## src/decode_const_consts.svh

```systemverilog
// Width and encoding constants for the constant-decoding slice of the decode stage
`ifndef DECODE_CONST_CONSTS_SVH
`define DECODE_CONST_CONSTS_SVH

// ====================
// Line geometry
// ====================

// A fetched cache line is 512 bits wide
`define LINE_W 512

// Every instruction and every constant slot is one 32-bit word
`define INSN_W 32

// Sixteen words make up one line
`define WORDS_PER_LINE 16

// Four bits address a word inside the line
`define POS_W 4

// ====================
// Instruction fields
// ====================

// Immediates leave the decoder as 64-bit values
`define IMM_W 64

// The inline immediate field sits in bits 30:17
`define INLINE_W 14

// The opcode occupies the low seven bits
`define OPCODE_W 7

// Constant size code carried in the extended form
`define CSIZE_W 2

// Form codes held in bits 31:29 of the instruction
`define FORM_REG 3'b100
`define FORM_EXT 3'b111

`endif

```

## src/decode_const_pkg.sv

```systemverilog
// Shared types for the constant decoder: widths, opcodes and stage-to-stage records
`include "decode_const_consts.svh"

package decode_const_pkg;

	// ====================
	// Vector types
	// ====================

	// Whole cache line with word 0 in bits 31:0
	typedef logic [`LINE_W-1:0] cline_t;

	// One raw instruction word
	typedef logic [`INSN_W-1:0] insn_t;

	// Index of a word within the line
	typedef logic [`POS_W-1:0] word_idx_t;

	// Size code of an extended constant (16, 32, 64 bits or none)
	typedef logic [`CSIZE_W-1:0] csize_t;

	// Fully extended immediate value
	typedef logic [`IMM_W-1:0] imm_t;

	// One bit per line word
	typedef logic [`WORDS_PER_LINE-1:0] word_mask_t;

	// Opcodes that carry immediates in this slice
	// Byte, wyde and tetra variants are folded into LOAD and STORE
	typedef enum logic [`OPCODE_W-1:0] {
		OP_ADD    = 7'h04,
		OP_CMP    = 7'h05,
		OP_CMPU   = 7'h06,
		OP_AND    = 7'h08,
		OP_OR     = 7'h09,
		OP_XOR    = 7'h0A,
		OP_SHIFT  = 7'h0C,
		OP_BCC    = 7'h20,
		OP_B      = 7'h21,
		OP_LOAD   = 7'h30,
		OP_STORE  = 7'h38,
		OP_STOREI = 7'h3C
	} opcode_e;

	// ====================
	// Stage records
	// ====================

	// Request entering the stage, 516 bits
	typedef struct packed {
		cline_t    line;
		word_idx_t idx;
	} line_req_t;

	// Registered line plus the instruction picked out of it, 544 bits
	typedef struct packed {
		cline_t line;
		insn_t  insn;
	} insn_pkt_t;

	// Combinational decode result
	typedef struct packed {
		imm_t      immb;
		imm_t      immc;
		logic      has_immb;
		logic      has_immc;
		logic      use_c1;
		logic      use_c2;
		word_idx_t pos1;
		word_idx_t pos2;
		csize_t    size1;
		csize_t    size2;
	} const_result_t;

	// Registered result with the mask of words taken up by constants
	typedef struct packed {
		imm_t       immb;
		imm_t       immc;
		logic       has_immb;
		logic       has_immc;
		logic       use_c1;
		logic       use_c2;
		word_idx_t  pos1;
		word_idx_t  pos2;
		csize_t     size1;
		csize_t     size2;
		word_mask_t word_mask;
	} const_out_t;

endpackage

```

## src/insn_line_align.sv

```systemverilog
// Input stage that captures the cache line and pulls out the addressed instruction word
`include "decode_const_consts.svh"

module insn_line_align
(
	input  logic                        clk,
	input  logic                        reset,
	input  logic                        line_strobe,
	input  decode_const_pkg::line_req_t line_req,
	output logic                        insn_strobe,
	output decode_const_pkg::insn_pkt_t insn_pkt
);

	// Word selected by the request index
	decode_const_pkg::insn_t sel_insn;

	// ====================
	// Word select
	// ====================

	// Each word is 32 bits so the index scales straight into a bit offset
	// Index 15 lands on bits 511:480 which is always in range
	always_comb
	begin
		sel_insn = line_req.line[line_req.idx*`INSN_W +: `INSN_W];
	end

	// ====================
	// Registers
	// ====================

	// The strobe is a single-cycle pulse delayed by one clock
	always_ff @(posedge clk)
	begin
		if (reset)
			insn_strobe <= 1'b0;
		else
			insn_strobe <= line_strobe;
	end

	// Line and instruction only load when a request arrives
	// Between strobes the last item stays put
	always_ff @(posedge clk)
	begin
		if (line_strobe)
		begin
			insn_pkt.line <= line_req.line;
			insn_pkt.insn <= sel_insn;
		end
	end

endmodule

```

## src/const_field_extract.sv

```systemverilog
// Extended constant reader that slices a 16, 32 or 64 bit value from a line word position
`include "decode_const_consts.svh"

module const_field_extract
(
	input  decode_const_pkg::cline_t    line,
	input  decode_const_pkg::word_idx_t pos,
	input  decode_const_pkg::csize_t    size,
	output decode_const_pkg::imm_t      cnst
);

	// One bit wider than pos so that word 15 plus one does not wrap to word 0
	logic [`POS_W:0] hi_idx;

	// Word at pos and the word after it
	logic [`INSN_W-1:0] word_lo;
	logic [`INSN_W-1:0] word_hi;

	// Fetch the low word and, if it exists, the next one
	always_comb
	begin
		hi_idx = {1'b0, pos} + 1'b1;
		word_lo = line[pos*`INSN_W +: `INSN_W];
		// A 64-bit constant in the last word has nothing above it
		if (hi_idx < `WORDS_PER_LINE)
			word_hi = line[hi_idx[`POS_W-1:0]*`INSN_W +: `INSN_W];
		else
			word_hi = '0;
	end

	// Size code picks the width and sign-extends to 64 bits
	always_comb
	begin
		case (size)
		2'b00:
			// Low half of the word only
			cnst = {{(`IMM_W-16){word_lo[15]}}, word_lo[15:0]};
		2'b01:
			cnst = {{(`IMM_W-`INSN_W){word_lo[`INSN_W-1]}}, word_lo};
		2'b10:
			// Low word at pos, high word at pos+1
			cnst = {word_hi, word_lo};
		default:
			cnst = '0;	// size 11 carries no constant
		endcase
	end

endmodule

```

## src/decode_const.sv

```systemverilog
// Immediate decoder that builds immb/immc from inline fields or extended line constants
`include "decode_const_consts.svh"

module decode_const
(
	input  decode_const_pkg::insn_pkt_t     pkt,
	output decode_const_pkg::const_result_t result
);

	// Opcode seen through the enum
	decode_const_pkg::opcode_e opcode;

	// Form bits and the two forms that change the decode
	logic [2:0] form;
	logic       reg_form;
	logic       ext_form;

	// Position and size fields of the extended form
	decode_const_pkg::word_idx_t pos1;
	decode_const_pkg::word_idx_t pos2;
	decode_const_pkg::csize_t    size1;
	decode_const_pkg::csize_t    size2;

	// Extended constants read from the line
	decode_const_pkg::imm_t c1;
	decode_const_pkg::imm_t c2;

	// Candidate inline immediates
	decode_const_pkg::imm_t inline_sext;
	decode_const_pkg::imm_t inline_zext;
	decode_const_pkg::imm_t inline_oext;
	decode_const_pkg::imm_t shift_amt;
	decode_const_pkg::imm_t bcc_disp;
	decode_const_pkg::imm_t b_disp;

	// ====================
	// Field split
	// ====================

	assign opcode   = decode_const_pkg::opcode_e'(pkt.insn[`OPCODE_W-1:0]);
	assign form     = pkt.insn[31:29];
	assign reg_form = (form == `FORM_REG);
	assign ext_form = (form == `FORM_EXT);

	// These fields overlap the inline immediate and only mean something in extended form
	assign pos1  = pkt.insn[20:17];
	assign pos2  = pkt.insn[24:21];
	assign size1 = pkt.insn[26:25];
	assign size2 = pkt.insn[28:27];

	// 14-bit field with its three extension flavours
	assign inline_sext = {{(`IMM_W-`INLINE_W){pkt.insn[30]}}, pkt.insn[30:17]};
	assign inline_zext = {{(`IMM_W-`INLINE_W){1'b0}}, pkt.insn[30:17]};
	assign inline_oext = {{(`IMM_W-`INLINE_W){1'b1}}, pkt.insn[30:17]};

	// Shift amount is six bits and never negative
	assign shift_amt = {{(`IMM_W-6){1'b0}}, pkt.insn[22:17]};

	// Branch displacements are word aligned so two zero bits go underneath
	assign bcc_disp = {{(`IMM_W-13){pkt.insn[30]}}, pkt.insn[30:29], pkt.insn[16:9],
		pkt.insn[0], 2'b00};
	assign b_disp = {{(`IMM_W-25){pkt.insn[30]}}, pkt.insn[30:9], pkt.insn[0], 2'b00};

	// ====================
	// Constant readers
	// ====================

	// First constant feeds immb
	const_field_extract u_c1
	(
		.line (pkt.line),
		.pos  (pos1),
		.size (size1),
		.cnst (c1)
	);

	// Second constant only feeds the store data of STOREI
	const_field_extract u_c2
	(
		.line (pkt.line),
		.pos  (pos2),
		.size (size2),
		.cnst (c2)
	);

	// ====================
	// Opcode rules
	// ====================

	always_comb
	begin
		// Unknown opcodes fall through with everything zero
		result = '0;
		case (opcode)
		decode_const_pkg::OP_ADD, decode_const_pkg::OP_CMP,
		decode_const_pkg::OP_LOAD, decode_const_pkg::OP_STORE:
			begin
				result.immb     = ext_form ? c1 : inline_sext;
				result.use_c1   = ext_form;
				result.has_immb = !reg_form;
			end
		decode_const_pkg::OP_CMPU, decode_const_pkg::OP_OR, decode_const_pkg::OP_XOR:
			begin
				result.immb     = ext_form ? c1 : inline_zext;
				result.use_c1   = ext_form;
				result.has_immb = !reg_form;
			end
		decode_const_pkg::OP_AND:
			begin
				// Ones above the field keep the upper bits of the operand intact
				result.immb     = ext_form ? c1 : inline_oext;
				result.use_c1   = ext_form;
				result.has_immb = !reg_form;
			end
		decode_const_pkg::OP_SHIFT:
			begin
				// Bit 31 clear selects the immediate shift amount
				result.immb     = shift_amt;
				result.has_immb = !pkt.insn[31];
			end
		decode_const_pkg::OP_BCC:
			begin
				result.immb     = ext_form ? c1 : bcc_disp;
				result.use_c1   = ext_form;
				result.has_immb = !reg_form;
			end
		decode_const_pkg::OP_B:
			begin
				// An unconditional branch always has a target
				result.immb     = ext_form ? c1 : b_disp;
				result.use_c1   = ext_form;
				result.has_immb = 1'b1;
			end
		decode_const_pkg::OP_STOREI:
			begin
				// Address offset as for STORE, store data comes from the line
				result.immb     = ext_form ? c1 : inline_sext;
				result.use_c1   = ext_form;
				result.has_immb = !reg_form;
				result.immc     = c2;
				result.has_immc = 1'b1;
				result.use_c2   = 1'b1;
			end
		default:
			begin
				result = '0;
			end
		endcase

		// Positions and sizes are reported only for constants actually taken
		if (result.use_c1)
		begin
			result.pos1  = pos1;
			result.size1 = size1;
		end
		if (result.use_c2)
		begin
			result.pos2  = pos2;
			result.size2 = size2;
		end
	end

endmodule

```

## src/imm_result_stage.sv

```systemverilog
// Output stage that registers the decode result and marks the line words used by constants
`include "decode_const_consts.svh"

module imm_result_stage
(
	input  logic                            clk,
	input  logic                            reset,
	input  logic                            insn_strobe,
	input  decode_const_pkg::const_result_t result,
	output logic                            out_strobe,
	output decode_const_pkg::const_out_t    const_out
);

	// Record assembled ahead of the output register
	decode_const_pkg::const_out_t out_next;

	// Words covered by one constant of the given position and size
	function automatic decode_const_pkg::word_mask_t occ_mask
	(
		input decode_const_pkg::word_idx_t pos,
		input decode_const_pkg::csize_t    size
	);
		logic [`POS_W:0]             nxt;
		decode_const_pkg::word_mask_t m;

		nxt = {1'b0, pos} + 1'b1;
		m = '0;
		case (size)
		2'b00, 2'b01:
			m[pos] = 1'b1;
		2'b10:
			begin
				m[pos] = 1'b1;
				// The high word of a 64-bit constant at word 15 lies off the line
				if (nxt < `WORDS_PER_LINE)
					m[nxt[`POS_W-1:0]] = 1'b1;
			end
		default:
			m = '0;
		endcase
		return m;
	endfunction

	// ====================
	// Mask build
	// ====================

	// Union of the words used by both constants
	always_comb
	begin
		out_next.immb      = result.immb;
		out_next.immc      = result.immc;
		out_next.has_immb  = result.has_immb;
		out_next.has_immc  = result.has_immc;
		out_next.use_c1    = result.use_c1;
		out_next.use_c2    = result.use_c2;
		out_next.pos1      = result.pos1;
		out_next.pos2      = result.pos2;
		out_next.size1     = result.size1;
		out_next.size2     = result.size2;
		out_next.word_mask = '0;
		if (result.use_c1)
			out_next.word_mask = out_next.word_mask | occ_mask(result.pos1, result.size1);
		if (result.use_c2)
			out_next.word_mask = out_next.word_mask | occ_mask(result.pos2, result.size2);
	end

	// ====================
	// Registers
	// ====================

	// Second pipeline step of the strobe
	always_ff @(posedge clk)
	begin
		if (reset)
			out_strobe <= 1'b0;
		else
			out_strobe <= insn_strobe;
	end

	// Result is captured only alongside a strobe
	always_ff @(posedge clk)
	begin
		if (insn_strobe)
			const_out <= out_next;
	end

endmodule

```

## src/decode_const_top.sv

```systemverilog
// Top level of the constant decoder joining the align, decode and result stages

module decode_const_top
(
	input  logic                         clk,
	input  logic                         reset,
	input  logic                         line_strobe,
	input  decode_const_pkg::line_req_t  line_req,
	output logic                         out_strobe,
	output decode_const_pkg::const_out_t const_out
);

	// Aligned line and instruction, one cycle after the request
	logic                        insn_strobe;
	decode_const_pkg::insn_pkt_t insn_pkt;

	// Combinational decode of the aligned instruction
	decode_const_pkg::const_result_t result;

	// First register stage
	insn_line_align u_align
	(
		.clk         (clk),
		.reset       (reset),
		.line_strobe (line_strobe),
		.line_req    (line_req),
		.insn_strobe (insn_strobe),
		.insn_pkt    (insn_pkt)
	);

	// Decode sits between the two registers and adds no latency
	decode_const u_decode
	(
		.pkt    (insn_pkt),
		.result (result)
	);

	// Second register stage where out_strobe follows line_strobe by two clocks
	imm_result_stage u_result
	(
		.clk         (clk),
		.reset       (reset),
		.insn_strobe (insn_strobe),
		.result      (result),
		.out_strobe  (out_strobe),
		.const_out   (const_out)
	);

endmodule

```

## config.mk

```make
export PLATFORM = sky130hd
export DESIGN_NAME = decode_const_top
export DESIGN_NICKNAME = d
export VERILOG_FILES = /design/src/decode_const_pkg.sv /design/src/insn_line_align.sv /design/src/const_field_extract.sv /design/src/decode_const.sv /design/src/imm_result_stage.sv /design/src/decode_const_top.sv
export VERILOG_INCLUDE_DIRS = /design/src
export SDC_FILE = /design/constraint.sdc
export NUM_CORES = 2
export LEC_CHECK = 0
export BUFFER_PORTS_ARGS = -buffer_cell sky130_fd_sc_hd__clkbuf_2
export CAP_MARGIN = 20
export CORE_MARGIN = 8
export CORE_UTILIZATION = 35
export DETAILED_ROUTE_END_ITERATION = 8
export GPL_ROUTABILITY_DRIVEN = 0
export HOLD_SLACK_MARGIN = 0.1
export PLACE_DENSITY = 0.64
export SYNTH_ARGS = -nofsm -noshare
export SYNTH_HDL_FRONTEND = slang
export SYNTH_SLANG_ARGS = --single-unit
export TNS_END_PERCENT = 10
```

## constraint.sdc

```tcl
create_clock -name clk -period 8.02 [get_ports clk]
set_input_delay 0.401 -clock clk [delete_from_list [all_inputs] [get_ports clk]]
set_output_delay 0.401 -clock clk [all_outputs]
set_load 0.1 [all_outputs]
```

Yosys cells after proc, flatten, opt, wreduce, memory -nomap -nowiden
Cells that the tools add are included.

Register bits: 705. Input bits: 519. Output and inout bits: 161.

Add/sub/neg operators: 4. Magnitude comparators: 12. Equal/unequal tests: 22. Shift operators: 5. Multiplexer cells: 32. Bitwise logic cells: 3. Reduce and logical (&&, ||, !) cells: 16.

Operator list (count): 512-bit by 10-bit variable part select with 32-bit output (5); 64-bit one-hot mux with 3 select lines (2); 64-bit one-hot mux with 6 select lines (1); 64-bit two-way mux (5); 16-bit two-way mux (5); 32-bit two-way mux (2); 16-bit one-hot mux with 2 select lines (2); 16-bit OR (3); 7-bit by 6-bit == test with 1-bit output, second input constant (5); 7-bit by 4-bit == test with 1-bit output, second input constant (4); 7-bit by 3-bit == test with 1-bit output, second input constant (3); 4-bit by 1-bit adder with 5-bit output, second input constant (4); 4-bit by 5-bit < comparator with 1-bit output, second input constant (4); 5-bit < comparator, second input constant (4); 1-bit demux with 4-bit select (4); 4-bit by 1-bit >= comparator with 1-bit output, second input constant (4); 11-bit OR reduction (1); 10-bit OR reduction (1); 2-bit by 1-bit == test with 1-bit output, second input constant (4); 2-bit == test, second input constant (4); 2-bit logical NOT (4); 4-bit two-way mux (2); 3-bit == test, second input constant (2); 1-bit two-way mux (6); other kinds (7) (13).

Logic depth before layout (Yosys ltp)
Depth in word-level cells: 15. Gate-level depth with buffers: 10. Gate-level depth less buffers: 6.

Hierarchy
Synthesis repeated with hierarchy kept, for this count alone.

Cell total of the unflattened synthesis: 2712. Area, all modules: 44198.6 um^2.

Modules (own cells, without submodules): insn_line_align (instances 1, cells an instance 817, area each 20071.8 um^2); const_field_extract (u_decode.u_c2) (instances 1, cells an instance 672, area each 8479.4 um^2); const_field_extract (u_decode.u_c1) (instances 1, cells an instance 672, area each 8476.9 um^2); imm_result_stage (instances 1, cells an instance 236, area each 5266.3 um^2); decode_const (instances 1, cells an instance 315, area each 1904.3 um^2).

Worst setup path before layout
No wires, ideal clock.

Path type: register -> register. Start: register u_align.insn_strobe. End: register, netlist name u_result.const_out[0]. Library setup time: 0.534 ns. Data arrival time: 3.766 ns. Required time: 7.486 ns. Slack: 3.721 ns. Stages on the path, launching flop included: 1. Path buffers: 0. Clock period less this slack: 4.299 ns. Path through: dfxtp_1.

RTL lines: start, declared (line insn_line_align.sv:10) `output logic insn_strobe,`; start signal, assigned (line insn_line_align.sv:38) `insn_strobe <= line_strobe;`.

No word-level cell between the ends.

Final worst setup path
Start: register, netlist name u_align.insn_pkt[21]. End: register, netlist name u_result.const_out[87].

Word-level cells in the longest chain between the ends: 4.

RTL lines: 4-bit by 1-bit adder with 5-bit output (line const_field_extract.sv:22) `hi_idx = {1'b0, pos} + 1'b1;`; 512-bit by 10-bit variable part select with 32-bit output or 5-bit < comparator (tied branches); 32-bit two-way mux (line const_field_extract.sv:25) `` if (hi_idx < `WORDS_PER_LINE) ``; 64-bit one-hot mux with 3 select lines * (line const_field_extract.sv:34) `case (size)`.

Mark *: on every way between the ends. The rest lies on a longest branch, timed or not. A chain may end at the register's enable or synchronous reset.

==> out/qor.csv <==
stage,metric,value,unit
critical_path,critical_path_peak_fanout,50,
sta,max_freq,242,MHz
floorplanning,boundaryPins,680,
critical_path,critPathCaptureType,flop,
clock_network,cts_setup_buffers,0,
synth,synth_top_family_by_area,multiplexers,
critical_path,crit_type,reg -> reg,
detailed_routing,drtAntennaViolNets,0,
grt,use_met1,0.315,
power,p_per_area,223,nW/µm²
clock_network,clk-insertion-delay-late,0.68,ns
power,p_leak,19.6,nW
synth,syn-cell-area,42600,µm²
floorplanning,die_x,365,µm
synth,synth_xor_area_frac,0.00141,
sta,slew_headroom,0.217,
finish,nets,3953,
synth,synth.largest_area_cell,edfxtp_1,
clock_network,h-tree-depth,3,
sta,rsz0062_at_grt,false,
detailed_routing,drt-total-wl,169000,µm
detailed_routing,firstDrtPassIters,8,
synth,netlist_top_cells_area,"edfxtp_1 (49%), mux4_2 (38%), mux2i_1 (1.5%), nand2_1 (1.5%), buf_2 (1.0%)",
run,drv_cap,0,
sta,setup_violations,0,
synth,synth_compound_area_frac,0.0373,
critical_path,crit_required,8.55,ns
grt,met3_usage,0.0611,
floorplanning,die_area,133000,µm²
worst_hold_path,min_path_type,in -> reg,
grt,grt_pass1_wl,237000,µm
sta,hold_viol,0,
grt,grt_pass1_vias,32800,
clock_network,cts_buffer_depth,3,
synth,synth_top_cell_area_share,0.494,
detailed_routing,avgRoutedWirePerCell,32.7,µm
detailed_routing,via_per_inst,6.17,
grt,grtUsageTotal,0.246,
sta,min_period,4.13,ns
synth,synthAdderAreaFrac,0.000822,
synth,syn_inst,2336,
clock_network,clkSlewWorstSetupHoldPaths,0.06,ns
grt,gr-total-overflow,0,
clock_network,cts_root_buf,clkbuf_16,
floorplanning,coreArea,121000,µm²
place,placed_area,47600,µm²
synth,syn_avg_cell_area,18.3,µm²
detailed_routing,vias,31800,
grt,grt-busiest-layer,met2,
finish,design_area,55600,µm²
detailed_routing,drc_errors,0,
synth,ys.flop_type,edfxtp_1,
power,irDropWorstVdd,151,µV
floorplanning,rows,128,
synth,ys_async_sr_fraction,0,
critical_path,start_kind,flop,
clock_network,cts_tree,built,
place,dp_hpwl,111000,µm
sta,slew_violations,0,
synth,synth-simple-area-share,0.0407,
floorplanning,die_h,365,µm
grt,antenna_found_initial,34,
sta,finalCritPeriodShare,0.515,
sta,finalSetupTns,0,ns
sta,worstMarginPinSlew,1.18,ns
synth,synth_warnings,0,
synth,synth_edf_count,701,
clock_network,cts_buffers,85,
synth,syn_nets,2857,
floorplanning,start_util,0.351,
clock_network,cts_sinks,703,
finish,drive_gt1_frac,0.460,
place,portBuffers,679,
synth,ys_types,69,
critical_path,arrival,4.66,ns
grt,grt_max_degree,166,
synth,ys_seq_area_frac,0.495,
grt,grt_use_met2,0.391,
synth,ys_ff_latch,703,
outcome,status,"finished, final reports clean",
finish,syn_to_final_growth,30.4,%
synth,synth_mux_area_frac,0.398,
detailed_routing,first_iter_violations,3922,
sta,fin_skew,0.0355,ns
==> synth_stat cells, drive strengths merged, types with 2 or more instances <==
| cell | instances |
|---|---|
| and2 | 13 |
| dfxtp | 2 |
| a21o | 5 |
| nand4 | 2 |
| a31o | 33 |
| nand3b | 33 |
| inv | 9 |
| xor2 | 4 |
| o2bb2ai | 2 |
| mux2i | 66 |
| a221oi | 2 |
| or3 | 3 |
| edfxtp | 701 |
| o21ai | 31 |
| or4b | 2 |
| nand2b | 7 |
| and3 | 22 |
| a22o | 4 |
| mux4 | 723 |
| o32ai | 8 |
| a221o | 3 |
| nor2 | 48 |
| a32oi | 2 |
| mux2 | 2 |
| a31oi | 7 |
| o22ai | 4 |
| ha | 2 |
| nand3 | 45 |
| nand2 | 170 |
| clkbuf | 108 |
| o31ai | 3 |
| o22a | 32 |
| a22oi | 16 |
| a21oi | 55 |
| nor2b | 6 |
| xnor2 | 2 |
| o21a | 3 |
| nor3 | 6 |
| o311ai | 2 |
| buf | 133 |
==> path summary, 6_finish.rpt <==
| path | slack [ns] | startpoint | to | cells after the start |
|---|---|---|---|---|
| hold reg to reg | 0.55 | u_align.insn_pkt[11]$_DFFE_PP_ | u_result.const_out[101]$_DFFE_PP_ | 1 |
| setup reg to reg | 3.89 | u_align.insn_pkt[21]$_DFFE_PP_ | u_result.const_out[87]$_SDFFCE_PP0P_ | 7 |
| hold / removal | 0.23 | line_strobe | u_align.insn_strobe$_SDFF_PP0_ | 2 |
| setup / recovery | 3.89 | u_align.insn_pkt[21]$_DFFE_PP_ | u_result.const_out[87]$_SDFFCE_PP0P_ | 7 |
==> through the flow <==
stage | setup slack (ns) | hold slack [ns] | total power [W] | cells | utilization
3_5_place_dp | 3.77 | 0.556 | 0.00843 | 4455 | 0.392
6_report | 3.89 | 0.232 | 0.0124 | 5157 | 0.458
4_1_cts | 3.75 | 0.209 | 0.0125 | 5121 | 0.457
2_1_floorplan | 3.72 | 0.473 | 0.00722 | 2336 | -
5_1_grt | 3.67 | 0.228 | 0.0128 | 5143 | 0.458
3_3_place_gp | 3.93 | 0.555 | 0.00841 | 4455 | 0.392
==> cell usage in the layout (no fill, tap or decap), types with 13 or more instances in the layout <==
| cell | n |
|---|---|
| clkbuf_2 | 674 |
| o22a_1 | 32 |
| and3_1 | 22 |
| mux2i_1 | 65 |
| clkinv_1 | 16 |
| edfxtp_1 | 701 |
| nor2_1 | 47 |
| diode_2 | 34 |
| mux4_2 | 722 |
| nand3_1 | 45 |
| clkbuf_16 | 85 |
| a22oi_1 | 15 |
| dlygate4sd3_1 | 513 |
| nand2_1 | 170 |
| a21oi_1 | 55 |
| buf_4 | 52 |
| o21ai_0 | 26 |
| nand3b_1 | 33 |
| a31o_1 | 32 |
| and2_1 | 13 |
| clkbuf_1 | 14 |
==> where the power goes <==
part / switching [W] / leakage (nW) / internal, W
Combinational: 0.00213 / 11.7 / 0.00180
Clock: 0.00164 / 1.30 / 0.00216
Sequential: 0.000279 / 6.62 / 0.00438
Total: 0.00405 / 19.6 / 0.00834
==> cells by family after synthesis <==
logic type / Yosys count
muxes: 791
AOI/OAI and AO/OA: 220
buffers and inverters: 250
adders and majority gates: 3
xor gates and xnor gates: 6
DFF: 703
and+or+nand+nor: 363
==> cell type report <==
class | instances | area, µm²
multi-input cells | 1383 | 20500
inverters | 9 | 33.8
repair buffers | 1250 | 9100
flip-flops and latches | 703 | 21100
well taps | 1625 | 2030
clock buffers | 99 | 2180
fillers | 10400 | 65800
clock inverters | 54 | 517
diodes | 34 | 85.1
==> sequential cells by signal, indices dropped and copies added, names as in the netlist <==
name                 cells
u_result.const_out     159
u_result.out_strobe      1
u_align.insn_strobe      1
u_align.insn_pkt       542
==> routing by layer <==
metal / wire length, µm / share of wire
met2: 79800 / 0.47
met4: 10200 / 0.060
met5: 69 / 0.00041
met3: 16600 / 0.098
met1: 62100 / 0.37
==> critical path, stage by stage, from the launching register on <==
cell and delay [ns]:
edfxtp_1 0.67, buf_4 0.76, mux4_2 0.38, mux4_2 0.36, mux2i_4 0.11, nor3_4 0.87, buf_4 0.61, a31o_1 0.17
==> what timing repair did <==
item	in CTS	in global routing
hold endpoints to repair	514	0
resized for setup	0	0
hold buffers	513	0
No activity file was read; power rests on OpenSTA's default activity.
